<file path="src/l2_cache_defs.svh">
`ifndef L2_CACHE_DEFS_SVH
`define L2_CACHE_DEFS_SVH

// request address layout, tag | index | offset | byte
`define L2_ADDR_W      32
`define L2_TAG_W       17
`define L2_INDEX_W     9
`define L2_OFFSET_W    2

// data path widths
`define L2_WORD_W      128   // one cpu word
`define L2_LINE_W      512   // four words per line

// organisation
`define L2_WAYS        4
`define L2_SETS        512

// memory side addresses whole lines
`define L2_MEM_ADDR_W  26

`endif
</file>
<file path="src/l2_cache_pkg.sv">
`include "l2_cache_defs.svh"

package l2_cache_pkg;

    typedef logic [1:0] way_t;

    // cpu address as seen by the cache
    typedef struct packed {
        logic [`L2_TAG_W-1:0]    tag;
        logic [`L2_INDEX_W-1:0]  index;
        logic [`L2_OFFSET_W-1:0] offset;
        logic [`L2_ADDR_W-`L2_TAG_W-`L2_INDEX_W-`L2_OFFSET_W-1:0] byte_off; // ignored
    } l2_addr_t;

    typedef struct packed {
        logic                 valid;
        logic                 dirty;
        logic [`L2_TAG_W-1:0] tag;
    } tag_entry_t;

    typedef struct packed {
        logic                  write;   // 1 = store, 0 = load
        l2_addr_t              addr;
        logic [`L2_WORD_W-1:0] wdata;
    } cpu_req_t;

    typedef struct packed {
        logic                      write;     // 1 = writeback, 0 = line fetch
        logic [`L2_MEM_ADDR_W-1:0] line_addr;
        logic [`L2_LINE_W-1:0]     wline;
    } mem_cmd_t;

    typedef enum logic [1:0] {
        st_idle,
        st_lookup,
        st_writeback,
        st_fill
    } l2_state_t;

endpackage

</file>
<file path="src/l2_plru.sv">
`timescale 1ns/1ps
`include "l2_cache_defs.svh"

module l2_plru (
    input  logic                                    clk,
    input  logic                                    rst_n,
    input  logic [`L2_INDEX_W-1:0]                  index,
    input  l2_cache_pkg::tag_entry_t [`L2_WAYS-1:0] tags,
    input  logic                                    update,
    input  l2_cache_pkg::way_t                      hit_way,
    output l2_cache_pkg::way_t                      victim
);

    import l2_cache_pkg::*;

    // bit 0 root, bit 1 left pair, bit 2 right pair
    logic [2:0] tree [`L2_SETS];
    logic [2:0] cur;

    assign cur = tree[index];

    always_comb begin
        if (!tags[0].valid) begin
            victim = 2'd0;
        end else if (!tags[1].valid) begin
            victim = 2'd1;
        end else if (!tags[2].valid) begin
            victim = 2'd2;
        end else if (!tags[3].valid) begin
            victim = 2'd3;
        end else if (!cur[0]) begin
            victim = cur[1] ? 2'd1 : 2'd0;   // left pair
        end else begin
            victim = cur[2] ? 2'd3 : 2'd2;   // right pair
        end
    end

    // point the tree away from the way just used
    always_ff @(posedge clk or negedge rst_n) begin
        if (!rst_n) begin
            for (int s = 0; s < `L2_SETS; s++) begin
                tree[s] <= 3'b000;
            end
        end else if (update) begin
            case (hit_way)
                2'd0: tree[index] <= {cur[2], 1'b1, 1'b1};
                2'd1: tree[index] <= {cur[2], 1'b0, 1'b1};
                2'd2: tree[index] <= {1'b1, cur[1], 1'b0};
                default: tree[index] <= {1'b0, cur[1], 1'b0};
            endcase
        end
    end

endmodule

</file>
<file path="config.mk">
export PLATFORM = sky130hd
export DESIGN_NAME = l2_plru
export DESIGN_NICKNAME = d
export VERILOG_FILES = /design/src/l2_cache_pkg.sv /design/src/l2_plru.sv
export VERILOG_INCLUDE_DIRS = /design/src
export SDC_FILE = /design/constraint.sdc
export NUM_CORES = 2
export LEC_CHECK = 0
export BUFFER_PORTS_ARGS = -buffer_cell sky130_fd_sc_hd__buf_2
export CAP_MARGIN = 20
export CORE_MARGIN = 3
export CORE_UTILIZATION = 45
export CTS_BUF_LIST = sky130_fd_sc_hd__clkbuf_8
export DETAILED_ROUTE_END_ITERATION = 6
export GPL_TIMING_DRIVEN = 0
export HOLD_SLACK_MARGIN = 0.1
export PLACE_DENSITY_LB_ADDON = 0.08
export REMOVE_ABC_BUFFERS = 1
export SLEW_MARGIN = 20
export SYNTH_ARGS = -nofsm -noshare
export SYNTH_HDL_FRONTEND = slang
export SYNTH_SLANG_ARGS = --single-unit
</file>
<file path="constraint.sdc">
create_clock -name clk -period 4.82 [get_ports clk]
set_input_delay 0.482 -clock clk [delete_from_list [all_inputs] [get_ports clk]]
set_output_delay 0.482 -clock clk [all_outputs]
set_load 0.01 [all_outputs]
</file>
==> metrics <==
status finished, violations left; failing checks setup timing; period utilization 103%; Worst Tran Pin Value roughly 1.1 ns; Worst Hold Depth 4; largest net degree at the start of global routing 130; Ports 92; CTS tree done; Worst setup SP type primary input; peak supply drop approximately 0.25 mV; routability cong. around 0.76; Design Area, Final slightly above 0.08 mm²; initial DRC count ~4100; drt pass-1 iters 5; Reg power frac 47.3%; CP required 4.34 ns; row cnt around 140; Clk Tree Root Cell clkbuf_8; worst setup path class primary input to output pin; drt drc 0; final core utilization between 50% and 60%; relative slew slack 25.3%; Placed Area 0.0750 mm²; WL final about 230 mm; P_leak ~0.038 µW; worst-path maximum fanout 29; Syn-to-layout area delta 15.6%; Period minus WS final between 4 and 5 ns; NetSw around 7300 µW; post-synthesis cell count about 5500; overflow left after global routing 0; initial antenna violation count 9; setup ws final -0.157 ns; Yosys top cell by area dfrtp_1; Layout Skew around 0.046 ns; CTS max path bufs 4; Chip Height a little over 400 µm; maximum clock frequency 201 MHz; top-area cell type share of the netlist area between 50% and 60%; H-tree levels 5; CTS Sinks between 1500 and 2000; final total power roughly 28000 µW; Vias/cell 5.95; combinational share of power 9.3%; Post-Place Cells about 7300; Starting Density 45.7%; synth top area cells dfrtp_1, mux2_2, mux4_2; final net count 5745; sw frac about a quarter; overall via count from detail_route ~47000; largest register by flop count tree; die area ~0.16 mm²; fraction of registers with async set/reset 100%; reg2reg path depth 17; antenna-violating nets left 0; Clk pwr share 43.3%; most common cell in the synthesized netlist dfrtp_1; Post-Syn Area 0.0708 mm²; Horiz. Die Dim slightly above 400 µm; Avg WL per Cell between 20 and 30 µm; first-pass GRT wire length between 300 and 400 mm; Worst setup EP type output pin; pre-CTS WS -3.06 ns; All-Layer GR Usage 27.9%; Worst-path clk slew 0.06 ns; internal power between 20000 and 25000 µW; Post-synth top cells dfrtp_1, mux2_2, nor2_1; max FFs per register 1536; Critical Path AT ~4.5 ns; HP Class primary input to flip-flop; max cap viols 0; vias in the first global route 48100; post-synthesis sequential area ratio about 54%; CORE AREA 0.155 mm²; Synth Register Bits 1536; final cell count without fillers a little under 8000; Hold Vio Cnt, Final 0; ratio of cells with drive above 1 in the final layout between 30% and 40%; Top FF cell, synth dfrtp_1; Distinct cells, synth between 50 and 60; clock latency on the worst-skew pair about 0.99 ns; biggest regs tree: 1536 flops; Port Buffers 19; pins over their slew limit 0; HPWL Detailed 141 mm; Ys Warns 0; P per Cell Area 347 mW/mm²; Finish-stage setup viols between 100 and 150; Post-Syn Area per Cell about 13 µm²; RSZ-0062 raised after global routing yes; Post-synth EDFFs 0; Num CTS Buffers ~290
[power by group through the flow]
stage / sequential [µW] / clock, µW / combinational, µW
finish: 13500 / 12300 / 2660
global route: 13500 / 13200 / 2830
CTS: 13500 / 12600 / 2630
detailed placement: 13700 / 0 / 2480
global placement: 13700 / 0 / 2240
floorplan: 13600 / 0 / 951
[cells by family (layout without fill, tap and decap cells)]
family | after synthesis | count (layout) | synth area share (%)
other | 0 | 2 | 0
multiplexers | 1552 | 1552 | 29.5
AO/OA/AOI/OAI | 764 | 764 | 6.22
buffers and inverters | 410 | 709 | 2.82
flip-flops | 1536 | 1536 | 54.3
AND/OR/NAND/NOR | 1279 | 1279 | 7.15
[routing by layer]
layer  vias to the layer above  routed length, µm  GRT usage, %
li1                      20300                  -             -
met1                     24900             103000          40.9
met2                      1368             102000          42.5
met3                       353              13300          4.93
met4                         2               6930          8.38
met5                         -                 13             0
[critical path, cell delays in order]
cell     delay (ns)
buf_6          0.37
buf_16         0.30
inv_4          0.28
nor2_4         0.60
buf_16         0.25
a22oi_1        0.10
a21oi_1        0.35
nor4_4         0.12
nor4_2         0.61
nor4_4         0.11
buf_4          0.21
mux2_4         0.31
a31oi_2        0.12
buf_2          0.15
[final timing paths]
check                      slack [ns]                endpoint              startpoint
hold reg to reg                  0.48  tree[1311]$_DFFE_PN0P_  tree[1311]$_DFFE_PN0P_
setup / recovery                -0.16               victim[0]                index[2]
setup reg to reg                 0.05   tree[464]$_DFFE_PN0P_   tree[977]$_DFFE_PN0P_
hold / removal                   0.32  tree[1065]$_DFFE_PN0P_                index[0]
min in group asynchronous        0.65   tree[639]$_DFFE_PN0P_                   rst_n
max in group asynchronous        1.94   tree[293]$_DFFE_PN0P_                   rst_n
[stage by stage]
| stage | hold WS (ns) | TNS (ns) |
|---|---|---|
| 6_report | 0.318 | -5.47 |
| 5_1_grt | 0.284 | -0.397 |
| 4_1_cts | 0.230 | -0.263 |
| 3_5_place_dp | 0.348 | -2526.23 |
| 3_3_place_gp | 0.456 | - |
| 2_1_floorplan | 0.186 | -8238.30 |
[repair_timing]
action,4_1_cts,5_1_grt
hold buffers,5,0
endpoints found under the hold margin,426,0
setup buffers,22,28
gates resized for setup,42,17
setup endpoints to repair,1026,129
pin swaps,11,11
cloned,17,2
[layout make-up]
type / instances / area [µm²]
clock buffer: 366 / 5040
tap: 2044 / 2560
antenna: 2 / 5.00
sequential: 1536 / 38400
clock inverter: 110 / 470
inverter: 5 / 47.5
timing repair buffer: 228 / 4390
multi-input combinational: 3595 / 30900
fill: 13200 / 73200
[cell usage in the layout (no fill, tap or decap), types with 12 or more instances in the layout]
cell type and instances:
dfrtp_1 1536, mux2_2 1031, nor2_1 723, nand2_1 415, clkbuf_8 366, a21oi_1 354, mux4_2 327, o21ai_0 203
mux2i_1 189, buf_16 92, inv_1 91, a22oi_1 79, buf_4 63, a221oi_1 28, nand3_1 23, o31ai_1 21
buf_12 21, clkinv_2 19, bufbuf_16 17, buf_8 15, nor3_1 12, nand4_1 12
Power figures use the tool's default switching activity.
